===== config.mk =====
export PLATFORM = sky130hd
export DESIGN_NAME = fetch_top
export DESIGN_NICKNAME = d
export VERILOG_FILES = /design/src/verilog/fetch_pkg.sv /design/src/verilog/ifu.sv /design/src/verilog/icache.sv /design/src/verilog/fetch_perf.sv /design/src/verilog/fetch_top.sv
export SDC_FILE = /design/constraint.sdc
export NUM_CORES = 1
export LEC_CHECK = 0
export ABC_AREA = 1
export BUFFER_PORTS_ARGS = -buffer_cell sky130_fd_sc_hd__buf_2
export CAP_MARGIN = 20
export CELL_PAD_IN_SITES_DETAIL_PLACEMENT = 2
export CELL_PAD_IN_SITES_GLOBAL_PLACEMENT = 2
export CORE_ASPECT_RATIO = 1.75
export CORE_MARGIN = 2
export CORE_UTILIZATION = 42
export CTS_CLUSTER_SIZE = 30
export DETAILED_ROUTE_END_ITERATION = 8
export PLACE_DENSITY_LB_ADDON = 0.12
export SLEW_MARGIN = 30
export SYNTH_ARGS = -nofsm -noshare
export SYNTH_HDL_FRONTEND = slang
export SYNTH_SLANG_ARGS = --single-unit

===== constraint.sdc =====
create_clock -name clock -period 7.4 [get_ports clock]
set_input_delay 0.74 -clock clock [delete_from_list [all_inputs] [get_ports clock]]
set_output_delay 0.74 -clock clock [all_outputs]
set_load 0.005 [all_outputs]

===== src/verilog/fetch_pkg.sv =====
package fetch_pkg;

	// address and data widths.
	localparam int addr_width     = 32;
	localparam int inst_width     = 32;
	localparam int mem_data_width = 64;

	// response codes, bit 1 marks a cache miss.
	localparam int resp_width    = 2;
	localparam int resp_miss_bit = 1;

	// on-chip sram window, read around the cache.
	localparam logic [addr_width-1:0] sram_base  = 32'h0f000000;
	localparam logic [addr_width-1:0] sram_limit = 32'h0f002000;

	// direct-mapped cache, one word per line.
	localparam int icache_index_bits  = 4;
	localparam int icache_offset_bits = 2;
	localparam int icache_tag_bits    = 26;

	// performance counters.
	localparam int counter_width = 32;

endpackage


===== src/verilog/ifu.sv =====
`timescale 1ns/1ps

module ifu (
	input  logic                                clock,
	input  logic                                reset,

	input  logic                                wb_valid,
	input  logic [fetch_pkg::addr_width-1:0]     pc,

	output logic [fetch_pkg::addr_width-1:0]     mem_araddr,
	output logic                                mem_arvalid,
	input  logic                                mem_arready,
	input  logic [fetch_pkg::mem_data_width-1:0] mem_rdata,
	input  logic [fetch_pkg::resp_width-1:0]     mem_rresp,
	input  logic                                mem_rvalid,
	output logic                                mem_rready,

	output logic [fetch_pkg::addr_width-1:0]     icache_araddr,
	output logic                                icache_arvalid,
	input  logic                                icache_arready,
	input  logic [fetch_pkg::inst_width-1:0]     icache_rdata,
	input  logic [fetch_pkg::resp_width-1:0]     icache_rresp,
	input  logic                                icache_rvalid,
	output logic                                icache_rready,

	output logic [fetch_pkg::addr_width-1:0]     icache_awaddr,
	output logic                                icache_awvalid,
	input  logic                                icache_awready,
	output logic [fetch_pkg::inst_width-1:0]     icache_wdata,
	output logic                                icache_wvalid,
	input  logic                                icache_wready,
	input  logic [fetch_pkg::resp_width-1:0]     icache_bresp,
	input  logic                                icache_bvalid,
	output logic                                icache_bready,

	output logic [fetch_pkg::inst_width-1:0]     inst,
	output logic                                idu_valid,
	output logic                                fetch_busy
);

	import fetch_pkg::*;

	logic                  fetch_start;
	logic                  pc_in_sram;
	logic                  mem_rd_fire;
	logic                  mem_rd_ok;
	logic                  cache_rd_fire;
	logic                  cache_hit;
	logic                  cache_miss;
	logic                  refill_start;
	logic                  refill_ack;
	logic                  fetch_done;
	logic [inst_width-1:0] mem_inst;

	// decode has no back-pressure so responses are always taken.
	assign mem_rready    = 1'b1;
	assign icache_rready = 1'b1;
	assign icache_bready = 1'b1;

	assign mem_araddr    = pc;
	assign icache_araddr = pc;
	assign icache_awaddr = pc;
	assign icache_wdata  = inst;

	assign pc_in_sram = (pc >= sram_base) && (pc < sram_limit);

	assign mem_rd_fire   = mem_rvalid & mem_rready;
	assign mem_rd_ok     = mem_rresp == '0;
	assign cache_rd_fire = icache_rvalid & icache_rready;
	assign cache_hit     = cache_rd_fire & ~icache_rresp[resp_miss_bit];
	assign cache_miss    = cache_rd_fire & icache_rresp[resp_miss_bit];

	// a faulted memory word is handed to decode but never cached.
	assign refill_start = mem_rd_fire & ~pc_in_sram & mem_rd_ok;
	// the write response only ends the fetch since the word is already latched.
	assign refill_ack   = icache_bvalid & icache_bready;

	assign fetch_done = cache_hit | refill_ack |
		(mem_rd_fire & (pc_in_sram | ~mem_rd_ok));

	// sram reads return a doubleword and pc bit 2 picks the half.
	assign mem_inst = (pc_in_sram && pc[2]) ? mem_rdata[inst_width +: inst_width]
		: mem_rdata[inst_width-1:0];

	// one fetch of pc is started straight out of reset.
	always_ff @(posedge clock) begin
		if (reset) begin
			fetch_start <= 1'b1;
		end else begin
			fetch_start <= wb_valid;
		end
	end

	always_ff @(posedge clock) begin
		if (reset) begin
			icache_arvalid <= 1'b0;
		end else if (icache_arvalid) begin
			icache_arvalid <= ~icache_arready;
		end else begin
			icache_arvalid <= fetch_start & ~pc_in_sram;
		end
	end

	// direct sram read or the memory read after a cache miss.
	always_ff @(posedge clock) begin
		if (reset) begin
			mem_arvalid <= 1'b0;
		end else if (mem_arvalid) begin
			mem_arvalid <= ~mem_arready;
		end else begin
			mem_arvalid <= cache_miss | (fetch_start & pc_in_sram);
		end
	end

	always_ff @(posedge clock) begin
		if (reset) begin
			icache_awvalid <= 1'b0;
			icache_wvalid  <= 1'b0;
		end else begin
			if (icache_awvalid) begin
				icache_awvalid <= ~icache_awready;
			end else begin
				icache_awvalid <= refill_start;
			end
			if (icache_wvalid) begin
				icache_wvalid <= ~icache_wready;
			end else begin
				icache_wvalid <= refill_start;
			end
		end
	end

	always_ff @(posedge clock) begin
		if (mem_rd_fire) begin
			inst <= mem_inst;
		end else if (cache_hit) begin
			inst <= icache_rdata;
		end
	end

	always_ff @(posedge clock) begin
		if (reset) begin
			idu_valid  <= 1'b0;
			fetch_busy <= 1'b0;
		end else begin
			idu_valid <= fetch_done;
			if (fetch_start) begin
				fetch_busy <= 1'b1;
			end else if (fetch_done) begin
				fetch_busy <= 1'b0;
			end
		end
	end

endmodule


===== src/verilog/icache.sv =====
`timescale 1ns/1ps

module icache (
	input  logic                            clock,
	input  logic                            reset,

	input  logic [fetch_pkg::addr_width-1:0] araddr,
	input  logic                            arvalid,
	output logic                            arready,
	output logic [fetch_pkg::inst_width-1:0] rdata,
	output logic [fetch_pkg::resp_width-1:0] rresp,
	output logic                            rvalid,
	input  logic                            rready,

	input  logic [fetch_pkg::addr_width-1:0] awaddr,
	input  logic                            awvalid,
	output logic                            awready,
	input  logic [fetch_pkg::inst_width-1:0] wdata,
	input  logic                            wvalid,
	output logic                            wready,
	output logic [fetch_pkg::resp_width-1:0] bresp,
	output logic                            bvalid,
	input  logic                            bready,

	output logic                            hit_strobe,
	output logic                            miss_strobe
);

	import fetch_pkg::*;

	logic [(1 << icache_index_bits)-1:0] line_valid;
	logic [icache_tag_bits-1:0]          tag_mem  [1 << icache_index_bits];
	logic [inst_width-1:0]               data_mem [1 << icache_index_bits];

	logic [icache_index_bits-1:0] rd_index;
	logic [icache_tag_bits-1:0]   rd_tag;
	logic                         rd_hit;
	logic                         ar_fire;

	logic                         aw_fire;
	logic                         w_fire;
	logic                         aw_taken;
	logic                         w_taken;
	logic                         aw_done;
	logic                         w_done;
	logic                         wr_commit;
	logic [addr_width-1:0]        aw_addr_q;
	logic [inst_width-1:0]        w_data_q;
	logic [addr_width-1:0]        wr_addr;
	logic [inst_width-1:0]        wr_data;
	logic [icache_index_bits-1:0] wr_index;
	logic [icache_tag_bits-1:0]   wr_tag;

	// read port.
	assign rd_index = araddr[icache_offset_bits +: icache_index_bits];
	assign rd_tag   = araddr[addr_width-1 -: icache_tag_bits];
	assign rd_hit   = line_valid[rd_index] && (tag_mem[rd_index] == rd_tag);

	// idle whenever no read response is waiting.
	assign arready = ~rvalid;
	assign ar_fire = arvalid & arready;

	always_ff @(posedge clock) begin
		if (reset) begin
			rvalid      <= 1'b0;
			hit_strobe  <= 1'b0;
			miss_strobe <= 1'b0;
		end else begin
			if (ar_fire) begin
				rvalid <= 1'b1;
			end else if (rready) begin
				rvalid <= 1'b0;
			end
			hit_strobe  <= ar_fire & rd_hit;
			miss_strobe <= ar_fire & ~rd_hit;
		end
	end

	always_ff @(posedge clock) begin
		if (ar_fire) begin
			rdata                <= data_mem[rd_index];
			rresp                <= '0;
			rresp[resp_miss_bit] <= ~rd_hit;
		end
	end

	// write port, address and data taken in any order.
	assign awready = ~aw_taken & ~bvalid;
	assign wready  = ~w_taken & ~bvalid;
	assign aw_fire = awvalid & awready;
	assign w_fire  = wvalid & wready;

	assign aw_done   = aw_taken | aw_fire;
	assign w_done    = w_taken | w_fire;
	assign wr_commit = aw_done & w_done & ~bvalid;

	assign wr_addr  = aw_taken ? aw_addr_q : awaddr;
	assign wr_data  = w_taken ? w_data_q : wdata;
	assign wr_index = wr_addr[icache_offset_bits +: icache_index_bits];
	assign wr_tag   = wr_addr[addr_width-1 -: icache_tag_bits];

	// refills always land.
	assign bresp = '0;

	always_ff @(posedge clock) begin
		if (reset) begin
			aw_taken <= 1'b0;
			w_taken  <= 1'b0;
			bvalid   <= 1'b0;
		end else begin
			if (wr_commit) begin
				aw_taken <= 1'b0;
				w_taken  <= 1'b0;
				bvalid   <= 1'b1;
			end else begin
				aw_taken <= aw_done;
				w_taken  <= w_done;
				if (bready) begin
					bvalid <= 1'b0;
				end
			end
		end
	end

	always_ff @(posedge clock) begin
		if (aw_fire) begin
			aw_addr_q <= awaddr;
		end
		if (w_fire) begin
			w_data_q <= wdata;
		end
	end

	always_ff @(posedge clock) begin
		if (reset) begin
			line_valid <= '0;
		end else if (wr_commit) begin
			line_valid[wr_index] <= 1'b1;
		end
	end

	always_ff @(posedge clock) begin
		if (wr_commit) begin
			tag_mem[wr_index]  <= wr_tag;
			data_mem[wr_index] <= wr_data;
		end
	end

endmodule


===== src/verilog/fetch_perf.sv =====
`timescale 1ns/1ps

module fetch_perf (
	input  logic                               clock,
	input  logic                               reset,

	input  logic                               fetch_busy,
	input  logic                               hit_strobe,
	input  logic                               miss_strobe,

	output logic [fetch_pkg::counter_width-1:0] busy_cycles,
	output logic [fetch_pkg::counter_width-1:0] icache_hits,
	output logic [fetch_pkg::counter_width-1:0] icache_misses
);

	import fetch_pkg::*;

	logic [2:0]               count_inc;
	logic [counter_width-1:0] count [3];

	assign count_inc = {miss_strobe, hit_strobe, fetch_busy};

	// each counter sticks at its maximum instead of wrapping.
	for (genvar i = 0; i < 3; i++) begin : g_counter
		always_ff @(posedge clock) begin
			if (reset) begin
				count[i] <= '0;
			end else if (count_inc[i] && !(&count[i])) begin
				count[i] <= count[i] + 1'b1;
			end
		end
	end

	assign busy_cycles   = count[0];
	assign icache_hits   = count[1];
	assign icache_misses = count[2];

endmodule


===== src/verilog/fetch_top.sv =====
`timescale 1ns/1ps

module fetch_top (
	input  logic                                clock,
	input  logic                                reset,

	input  logic                                wb_valid,
	input  logic [fetch_pkg::addr_width-1:0]     pc,
	output logic [fetch_pkg::inst_width-1:0]     inst,
	output logic                                idu_valid,

	output logic [fetch_pkg::addr_width-1:0]     mem_araddr,
	output logic                                mem_arvalid,
	input  logic                                mem_arready,
	input  logic [fetch_pkg::mem_data_width-1:0] mem_rdata,
	input  logic [fetch_pkg::resp_width-1:0]     mem_rresp,
	input  logic                                mem_rvalid,
	output logic                                mem_rready,

	output logic [fetch_pkg::counter_width-1:0]  busy_cycles,
	output logic [fetch_pkg::counter_width-1:0]  icache_hits,
	output logic [fetch_pkg::counter_width-1:0]  icache_misses
);

	import fetch_pkg::*;

	logic [addr_width-1:0] icache_araddr;
	logic                  icache_arvalid;
	logic                  icache_arready;
	logic [inst_width-1:0] icache_rdata;
	logic [resp_width-1:0] icache_rresp;
	logic                  icache_rvalid;
	logic                  icache_rready;
	logic [addr_width-1:0] icache_awaddr;
	logic                  icache_awvalid;
	logic                  icache_awready;
	logic [inst_width-1:0] icache_wdata;
	logic                  icache_wvalid;
	logic                  icache_wready;
	logic [resp_width-1:0] icache_bresp;
	logic                  icache_bvalid;
	logic                  icache_bready;
	logic                  fetch_busy;
	logic                  hit_strobe;
	logic                  miss_strobe;

	ifu u_ifu (
		.clock          (clock),
		.reset          (reset),
		.wb_valid       (wb_valid),
		.pc             (pc),
		.mem_araddr     (mem_araddr),
		.mem_arvalid    (mem_arvalid),
		.mem_arready    (mem_arready),
		.mem_rdata      (mem_rdata),
		.mem_rresp      (mem_rresp),
		.mem_rvalid     (mem_rvalid),
		.mem_rready     (mem_rready),
		.icache_araddr  (icache_araddr),
		.icache_arvalid (icache_arvalid),
		.icache_arready (icache_arready),
		.icache_rdata   (icache_rdata),
		.icache_rresp   (icache_rresp),
		.icache_rvalid  (icache_rvalid),
		.icache_rready  (icache_rready),
		.icache_awaddr  (icache_awaddr),
		.icache_awvalid (icache_awvalid),
		.icache_awready (icache_awready),
		.icache_wdata   (icache_wdata),
		.icache_wvalid  (icache_wvalid),
		.icache_wready  (icache_wready),
		.icache_bresp   (icache_bresp),
		.icache_bvalid  (icache_bvalid),
		.icache_bready  (icache_bready),
		.inst           (inst),
		.idu_valid      (idu_valid),
		.fetch_busy     (fetch_busy)
	);

	icache u_icache (
		.clock       (clock),
		.reset       (reset),
		.araddr      (icache_araddr),
		.arvalid     (icache_arvalid),
		.arready     (icache_arready),
		.rdata       (icache_rdata),
		.rresp       (icache_rresp),
		.rvalid      (icache_rvalid),
		.rready      (icache_rready),
		.awaddr      (icache_awaddr),
		.awvalid     (icache_awvalid),
		.awready     (icache_awready),
		.wdata       (icache_wdata),
		.wvalid      (icache_wvalid),
		.wready      (icache_wready),
		.bresp       (icache_bresp),
		.bvalid      (icache_bvalid),
		.bready      (icache_bready),
		.hit_strobe  (hit_strobe),
		.miss_strobe (miss_strobe)
	);

	fetch_perf u_fetch_perf (
		.clock         (clock),
		.reset         (reset),
		.fetch_busy    (fetch_busy),
		.hit_strobe    (hit_strobe),
		.miss_strobe   (miss_strobe),
		.busy_cycles   (busy_cycles),
		.icache_hits   (icache_hits),
		.icache_misses (icache_misses)
	);

endmodule


---- Yosys cells after proc, flatten, opt, wreduce, memory -nomap -nowiden ----
Memory sizes are Yosys's and may differ from the RTL's. A register that Yosys moved wholly into a read port is not among the register bits.
Cells that the tools add are included.
operators by class
  add/subtract/negate cells ............... 3
  divide/modulo/power cells ............... 0
  equal/unequal tests ..................... 1
  multiplexer cells ....................... 32
  bitwise gates (word level) .............. 37
  magnitude comparators ................... 5
  $mul .................................... 0
  shift-type cells ........................ 0
  reductions and logical operators ........ 17
operators with widths
  cell                   count
  $mux 32                8
  $add 32x1->32 const B  3
  $reduce_and 32->1      3
  $ge 32x28->1 const B   1
  $lt 32x28->1 const B   1
  $eq 26x26->1           1
  $mux 1                 22
  $and 1x1->1            16
  $or 16x16->16          1
  $not 1->1              11
  $lt 4x5->1 const B     2
  $or 1x1->1             9
  $logic_and 1x1->1      7
  $bmux 1 s4             1
  $demux 1 s4            1
  $ge 4x1->1 const B     1
  $reduce_bool 2->1      2
  $logic_not 1->1        3
  $logic_not 2->1        1
  $reduce_or 2->1        1
word-level totals
  memories kept ........................... 3
  input bits .............................. 103
  flip-flop bits (word level) ............. 126
  ROM bits ................................ 0
  latch bits .............................. 0
  output and inout port bits .............. 163
  RAM bits ................................ 1024
memory list
  memory              depth  bits a word  read ports  clocked after Yosys merged registers in  wr ports  RTL line          RTL
  u_icache.data_mem   16     32           1           1                                        1         icache.sv:33      logic [inst_width-1:0] data_mem [1 << icache_index_bits];
  u_icache.tag_mem    16     26           1           0                                        1         icache.sv:32      logic [icache_tag_bits-1:0] tag_mem [1 << icache_index_bits];
  u_fetch_perf.count  3      32           3           0                                        3         fetch_perf.sv:19  logic [counter_width-1:0] count [3];

---- Depth between registers and ports, before layout ----
Gate-level depths: netlist of the first run.
  depth in word-level cells ............... 8
  mapped depth ............................ 17

---- Cells and area by module ----
From an unflattened synthesis of the first run, not the netlist that was laid out.
unflattened totals
  cell total of the unflattened synthesis .. 4617
  area, all modules ....................... 51212.9 sq um
by module, submodules not included
  module      seq. area each (sq um)  area each (sq um)  cells an instance  instances
  icache      31159.9                 41897.7            3429               1
  fetch_perf  2882.8                  6117.1             793                1
  ifu         1101.1                  3198.1             395                1

---- Least setup slack after synthesis of the first run ----
Ideal clock, no wire load.
  path kind ............................... register -> register
  start point ............................. reg u_icache.bvalid
  end point ............................... mem u_icache.data_mem[0][0] (enable)
  data required time ...................... 6.924 ns
  period minus slack after synthesis ...... 6.129 ns
  data arrival time ....................... 5.653 ns
  buffers on the path ..................... 0
  path slack .............................. 1.271 ns
  setup time .............................. 0.476 ns
  stages on the path, launching flop included .. 8
  path through ............................ dfxtp_1 nor3_1 nor2_1 nor2_1 nand2_1 inv_1 nand3_1 nor2_1
between the ends
  word-level cells in the longest chain between the ends .. 8
  elaborated cells between the ends (all ways) .. 11
ends and longest elaborated chain
  item                          RTL line       RTL
  start: declaration            icache.sv:22   output logic bvalid,
  start signal: assignment      icache.sv:109  bvalid <= 1'b0;
  start signal: assignment      icache.sv:114  bvalid <= 1'b1;
  start signal: assignment      icache.sv:119  bvalid <= 1'b0;
  $not 1->1                     icache.sv:88   assign awready = ~aw_taken & ~bvalid;
  $and 1x1->1                   icache.sv:88
  $and 1x1->1                   icache.sv:90   assign aw_fire = awvalid & awready;
  named net u_icache.aw_fire    icache.sv:40   logic aw_fire;
  $or 1x1->1                    icache.sv:93   assign aw_done = aw_taken | aw_fire;
  $and 1x1->1 (2 in a row)      icache.sv:95   assign wr_commit = aw_done & w_done & ~bvalid;
  $mux 1                        icache.sv:143  if (wr_commit) begin
  $mux 1 (implied by the code)  icache.sv:145  data_mem[wr_index] <= wr_data;
  end: declaration              icache.sv:33
The timed path passes the listed nets, and every way through them passes these cells.

---- Worst setup path after layout of the first run ----
  start point ............................. reg u_icache.w_taken
  end point ............................... mem u_icache.tag_mem[3][10] (enable)
between the ends
  word-level cells in the longest chain between the ends .. 8
ends and longest elaborated chain
  item                              RTL line       RTL
  start: declaration                icache.sv:43   logic w_taken;
  start signal: assignment          icache.sv:117  w_taken <= w_done;
  $not 1->1                         icache.sv:89   assign wready = ~w_taken & ~bvalid;
  $and 1x1->1                       icache.sv:89
  $and 1x1->1                       icache.sv:91   assign w_fire = wvalid & wready;
  $or 1x1->1 (*)                    icache.sv:94   assign w_done = w_taken | w_fire;
  $and 1x1->1 (*) (2 in a row)      icache.sv:95
  $mux 1 (*)                        icache.sv:143
  $mux 1 (implied by the code) (*)  icache.sv:144  tag_mem[wr_index] <= wr_tag;
  end: declaration                  icache.sv:32
Mark *: on every way between the ends. The rest lies on a longest branch, timed or not.

==> flow_metrics.tcl, run 1 <==
set metrics [dict create \
    cp_max_fo 47 \
    path_class "reg2reg" \
    first_pass_iters 5 \
    cts_tree "done" \
    fmax_ghz 0.250 \
    routed_via_density 5.76 \
    die_height_um 458 \
    synth_area_um2 49500 \
    drc_errors 0 \
    critPathMaxStageDelay_ns 0.61 \
    hp-class "in2reg" \
    cts_inserted_buffers 111 \
    post_cts_resize_count 0 \
    yosys-top-cells-count "1,151 x edfxtp_1, 920 x nand2_1, 545 x nor2_1" \
    rsz0062_at_grt "no" \
    gp_congestion 0.760 \
    antenna_found_initial 5 \
    drive_above_1_share_pct 12.7 \
    final_util_pct 47.9 \
    fin_total_pwr_mw 14.6 \
    syn-num-nets 4415 \
    clk_pin_slew_ns 0.07 \
    initial_utilization_pct 42.3 \
    fin_nets 4602 \
    dp_hpwl_um 98400 \
    vias 35200 \
    cp.buffers_inverters 4 \
    path_delay_family "buffers and inverters" \
    drt-total-wl_um 172000 \
    status "finished clean" \
    core-area_um2 117000 \
    postCtsSetupRepairBufs 0 \
    leakagePower_nw 20.1 \
    worstSkewPairLatency_ns 0.76 \
    end_kind "register" \
    drt-initial-drc-count 2410 \
    syn_to_final_growth_pct 13.2 \
    cpMaxStageDelayCell "buf_6" \
    synthFlopType "edfxtp_1" \
    worstPathArrival_ns 4.36 \
    synth_top_cell_area_share_pct 69.9 \
    synth_area_leader_cell "edfxtp_1" \
    die_area_um2 121000 \
    cts_root_buf "clkbuf_16" \
    period_needed_ns 4.00 \
    cts_max_level 3 \
    power_density_nw_per_um2 260 \
    synth_area_leaders "edfxtp_1 70%, nand2_1 7.0%, nor2_1 4.1%" \
    die_x_um 263 \
    skew_ns 0.0345 \
    worstPathRequired_ns 7.76 \
    drv_slew 0 \
    fin_crit_sh_pct 54.0 \
    ant_nets 0 \
    postLayoutCellArea_um2 56000 \
    grt_pass1_wl_um 255000 \
    yosysMostFrequentCell "edfxtp_1" \
    netlist-cell-type-count 46 \
    placed_area_um2 52300 \
    hold_viol 0 \
    synth-edff-count 1151 \
    path_cells "buf_4 > inv_2 > o21ai_0 > nand2_1 > inv_1 > nand3_1 > nor2_4 > buf_6" \
    track_usage_pct 28.5 \
    wire_per_inst_um 28.2 \
    syn_inst 4309 \
    synth_sequential_area_ratio_pct 71.1 \
    start_kind "register" \
    port_buffers 260 \
    tightest_slew_ns 0.963 \
    async_flop_share_pct 0 \
    setup_tns_ns 0 \
    grt-ovfl-total 0 \
    setup_viol 0 \
    cts_buffer_depth 3 \
    vdd_ir_drop_max_mv 0.205 \
    syn_area_per_cell_um2 11.5 \
    maxCapViolations 0 \
    io_pins 266 \
    grt_pass1_vias 39100 \
    grt_max_degree 159 \
    cts_hold_buf 0 \
    nFillCells 11900 \
    cts.sinks 1180 \
    maxSlewHeadroom_pct 35.8 \
    ys_seq_elements 1180 \
    synth_warnings 0 \
    rows 166 \
]
-- kinds of logic after synthesis --
kind of cell / count (synthesis) / share of synthesized area (%)
and+or+nand+nor: 1926 / 16.2
DFF: 1180 / 71.1
AOI/OAI and AO/OA: 640 / 7.59
buffers and inverters: 532 / 4.56
xor gates and xnor gates: 27 / 0.478
adders and majority gates: 3 / 0.0759
other: 1 / 0.00758
-- layout make-up --
type	count	area, µm²	share of cell area, %
diodes	3	7.51	0.0134
flip-flops and latches	1180	35100	62.8
clock buffers	137	2920	5.21
multi-input cells	2597	12200	21.8
clock inverters	68	728	1.30
inverters	265	1010	1.81
well taps	1512	1890	3.38
repair buffers	341	2040	3.65
-- stage by stage --
step	worst slack (ns)	instances	hold slack [ns]
2_1_floorplan	1.27	4309	0.433
3_3_place_gp	3.25	5894	0.444
3_5_place_dp	3.12	5895	0.466
4_1_cts	3.41	6100	0.204
5_1_grt	3.14	6102	0.233
6_report	3.40	6103	0.244
-- report_power, final --
part | total (mW) | switching [mW] | internal (mW)
sequential | 7.61 | 0.0785 | 7.53
clock | 5.93 | 2.64 | 3.29
combinational | 1.04 | 0.790 | 0.252
total | 14.6 | 3.51 | 11.1
-- layout by cell type (no fill, tap or decap), drive strengths merged --
cell      count
a211oi        3
a21boi        1
a21o          1
a21oi       108
a221oi        1
a31oi         4
buf         341
bufinv       14
clkbuf      137
clkinv       49
clkinvlp      4
conb          1
dfxtp        29
diode         3
edfxtp     1151
ha            3
inv         266
nand2       921
nand3       315
nand3b        2
nand4        21
nor2        554
nor3         43
nor3b        21
nor4         11
o211ai       49
o21a          1
o21ai       344
o221ai       98
o22ai        30
or2          36
or3           1
or4           1
xnor2        11
xor2         16
-- state kept, by name (all words and copies together), names as in the netlist --
signal / count
u_icache.tag_mem: 416
u_ifu.icache_wdata: 32
u_icache.miss_strobe: 1
u_icache.rvalid: 1
u_icache.aw_addr_q: 30
u_icache.hit_strobe: 1
u_ifu.icache_awvalid: 1
u_icache.rresp: 1
u_fetch_perf.count: 96
u_icache.bvalid: 1
u_ifu.icache_arvalid: 1
u_ifu.fetch_busy: 1
u_icache.w_data_q: 32
u_ifu.icache_wvalid: 1
u_icache.w_taken: 1
u_icache.data_mem: 512
u_icache.rdata: 32
u_icache.aw_taken: 1
u_icache.line_valid: 16
u_ifu.fetch_start: 1
u_ifu.mem_arvalid: 1
u_ifu.idu_valid: 1
-- path summary, 6_finish.rpt --
check	startpoint	end	slack [ns]	cells past startpoint
max	u_icache.w_taken$_SDFF_PP0_	u_icache.tag_mem[3][10]$_DFFE_PP_	3.40	8
min	wb_valid	u_ifu.fetch_start$_SDFF_PP1_	0.24	2
max reg2reg	u_icache.w_taken$_SDFF_PP0_	u_icache.tag_mem[3][10]$_DFFE_PP_	3.40	8
min reg2reg	u_icache.line_valid[6]$_SDFFE_PP0P_	u_icache.line_valid[6]$_SDFFE_PP0P_	0.48	2
-- worst register-to-register path: stages, from the launching register on --
cell	delay [ns]
dfxtp_2	0.32
buf_4	0.47
inv_2	0.55
o21ai_0	0.29
nand2_1	0.15
inv_1	0.15
nand3_1	0.33
nor2_4	0.55
buf_6	0.62
-- metal layers --
metal | part of all wire [%] | vias up | GRT usage, % | routed length [µm]
met3 | 3.8 | 288 | 2.80 | 6620
met2 | 54 | 929 | 53.7 | 93400
met1 | 38 | 18500 | 33.2 | 66000
met5 | 0 | - | 0 | 0
met4 | 3.5 | 0 | 10.5 | 6000
li1 | - | 15400 | - | -
No activity file was read; power rests on OpenSTA's default activity.
==> inputs of run 2 (changes only) <==
==> constraint.sdc (replaced) <==
create_clock -name clock -period 3.9 [get_ports clock]
set_input_delay 0.39 -clock clock [delete_from_list [all_inputs] [get_ports clock]]
set_output_delay 0.39 -clock clock [all_outputs]
set_load 0.005 [all_outputs]
==> run 2 against run 1 <==
Against the previous run:
- routed wire length up 2.8%
- non-clock buffer count up 92
- clock-buffer cell count down 1
- clock skew down 0.0018 ns
- critical path depth up 2
- register-to-register slack worse by 2.6 ns
- highest routed layer unchanged
==> flow_metrics.tcl, run 2 (synthesized netlist as in run 1, its figures left out) <==
set metrics [dict create \
    cp.buffers_inverters 5 \
    hp-class "in2reg" \
    drc_errors 0 \
    cts_tree "done" \
    dp_cells 5922 \
    first_pass_iters 5 \
    initial_utilization_pct 42.3 \
    cts_root_buf "clkbuf_16" \
    nFillCells 11700 \
    crit_end "u_ifu.icache_wdata[11]$_DFFE_PP_" \
    cts_max_level 3 \
    route.met3.wl_um 5570 \
    postCtsSetupRepairBufs 0 \
    layout_commonest_cell "edfxtp_1" \
    register_area_um2 35100 \
    p_switching_mw 6.76 \
    cts.sinks 1180 \
    start_kind "primary input" \
    path_cells "dlygate4sd3_1 > buf_2 > inv_1 > nor4_1 > nand4_1 > buf_4 > or2_2 > a21oi_1 > a21oi_1 > dlygate4sd3_1" \
    setup_slack_ns 0.719 \
    crit_cells 10 \
    r2r_setup_slack_ns 0.82 \
    clk_pin_slew_ns 0.06 \
    worstPathRequired_ns 4.39 \
    path_delay_family "buffers and inverters" \
    grt-ovfl-total 0 \
    vias 35400 \
    worstPathArrival_ns 3.67 \
    fin_nets 4694 \
    core-area_um2 117000 \
    multi_input_area_um2 12200 \
    routed_via_density 5.73 \
    maxCapViolations 0 \
    drt-initial-drc-count 2439 \
    fin_crit_sh_pct 81.6 \
    skew_ns 0.0327 \
    drt-total-wl_um 177000 \
    cp-startpoint "pc[27]" \
    die_x_um 263 \
    setup_tns_ns 0 \
    largest_reg_flops 512 \
    drv_slew 0 \
    swShare_pct 24.4 \
    port_buffers 260 \
    largestRegisters "u_icache.data_mem x512, u_icache.tag_mem x416, u_fetch_perf.count x96" \
    io_pins 266 \
    gp_congestion 0.790 \
    p_int_mw 20.9 \
    antenna_found_initial 3 \
    die_area_um2 121000 \
    cp_max_fo 32 \
    end_kind "register" \
    cts_buffer_depth 3 \
    reg2reg_from "u_icache.aw_taken$_SDFF_PP0_" \
    dp_hpwl_um 105000 \
    grt_pass1_wl_um 260000 \
    p_clk_share_pct 40.0 \
    top_register "u_icache.data_mem" \
    r2r-end "u_icache.tag_mem[14][21]$_DFFE_PP_" \
    fmax_ghz 0.314 \
    track_usage_pct 29.2 \
    cts_inserted_buffers 111 \
    power_density_nw_per_um2 484 \
    setup_viol 0 \
    die_height_um 458 \
    drive_above_1_share_pct 13.0 \
    vdd_ir_drop_max_mv 0.428 \
    rsz0062_at_grt "no" \
    maxSlewHeadroom_pct 34.6 \
    status "finished clean" \
    leakagePower_nw 20.6 \
    finalNonFillerCells 6183 \
    hold_viol 0 \
    power_frac_seq_pct 52.3 \
    period_needed_ns 3.18 \
    post_cts_resize_count 0 \
    rows 166 \
    grt_pass1_vias 39600 \
    cts_hold_buf 65 \
    worstSkewPairLatency_ns 0.76 \
    syn_to_final_growth_pct 15.5 \
    path_class "in2reg" \
    cpMaxStageDelayCell "or2_2" \
    mostFrequentLayoutCells "1,151 x edfxtp_1, 920 x nand2_1, 529 x nor2_1, 312 x nand3_1, 310 x o21ai_0" \
    grt_max_degree 181 \
    wl_met1_um 64200 \
    wire_per_inst_um 28.6 \
    final_util_pct 48.9 \
    combPwrFrac_pct 7.6 \
    top_layer "met4" \
    tightest_slew_ns 0.978 \
    wl_met2_um 98100 \
    preCtsSetupSlack_ns 0.573 \
    r2r_cells 8 \
    ant_nets 0 \
    critPathMaxStageDelay_ns 0.59 \
]
-- run 2: cell count changes in the layout (fill, tap and decap cells not counted), sizes merged --
cell and delta:
dlygate4sd3 +65, diode -1, clkbuf -1, clkinv -11, clkinvlp -1, inv +5
bufinv -3, buf +27
-- run 2: worst min-delay path by stage --
stage                                                    start                                    to  slack (ns)  cells past startpoint
final                                             mem_rdata[5]       u_ifu.icache_wdata[5]$_DFFE_PP_        0.03                      3
after global routing                             mem_rdata[61]      u_ifu.icache_wdata[29]$_DFFE_PP_        0.05                      3
after CTS                                         mem_rdata[5]       u_ifu.icache_wdata[5]$_DFFE_PP_      0.0001                      3
after detailed placement  u_icache.line_valid[14]$_SDFFE_PP0P_  u_icache.line_valid[14]$_SDFFE_PP0P_        0.46                      2
after global placement     u_icache.line_valid[0]$_SDFFE_PP0P_   u_icache.line_valid[0]$_SDFFE_PP0P_        0.45                      1
after floorplan            u_icache.line_valid[6]$_SDFFE_PP0P_   u_icache.line_valid[6]$_SDFFE_PP0P_        0.43                      2
-- run 2: through the flow --
stage | hold slack (ns) | power, mW | cell area, µm²
after floorplan | 0.433 | 15.7 | 49500
after global placement | 0.449 | 16.7 | 52900
after detailed placement | 0.464 | 16.8 | 52900
after CTS | 0.000107 | 27.8 | 57100
after global routing | 0.0477 | 28.4 | 57100
final | 0.0337 | 27.7 | 57100
-- run 2: power groups by stage --
stage                     logic [mW]  registers, mW  clock network (mW)
after floorplan                 1.08           14.7                   0
after global placement          1.94           14.7                   0
after detailed placement        2.03           14.7                   0
after CTS                       2.12           14.5                11.2
after global routing            2.28           14.5                11.6
final                           2.11           14.5                11.1
-- run 2: worst reg2reg max path: cells and delay by family (launching register included) --
kind | cells | cell delay (ns)
buffers and inverters | 2 | 0.53
AND/OR/NAND/NOR | 6 | 1.82
flip-flops | 1 | 0.40
-- run 2: final cells by class --
| cell class | instances | area share (%) |
|---|---|---|
| Clock inverter | 58 | 1.11 |
| Timing Repair Buffer | 433 | 5.76 |
| Sequential cell | 1180 | 61.5 |
| Antenna cell | 2 | 0.00876 |
| Inverter | 265 | 1.78 |
| Tap cell | 1512 | 3.31 |
| Multi-Input combinational cell | 2597 | 21.4 |
| Clock buffer | 136 | 5.10 |
-- run 2: layer usage --
metal	vias up	track usage (%)
li1	15600	-
met1	18600	31.5
met2	867	56.4
met3	328	2.87
met4	0	14.5
met5	-	0
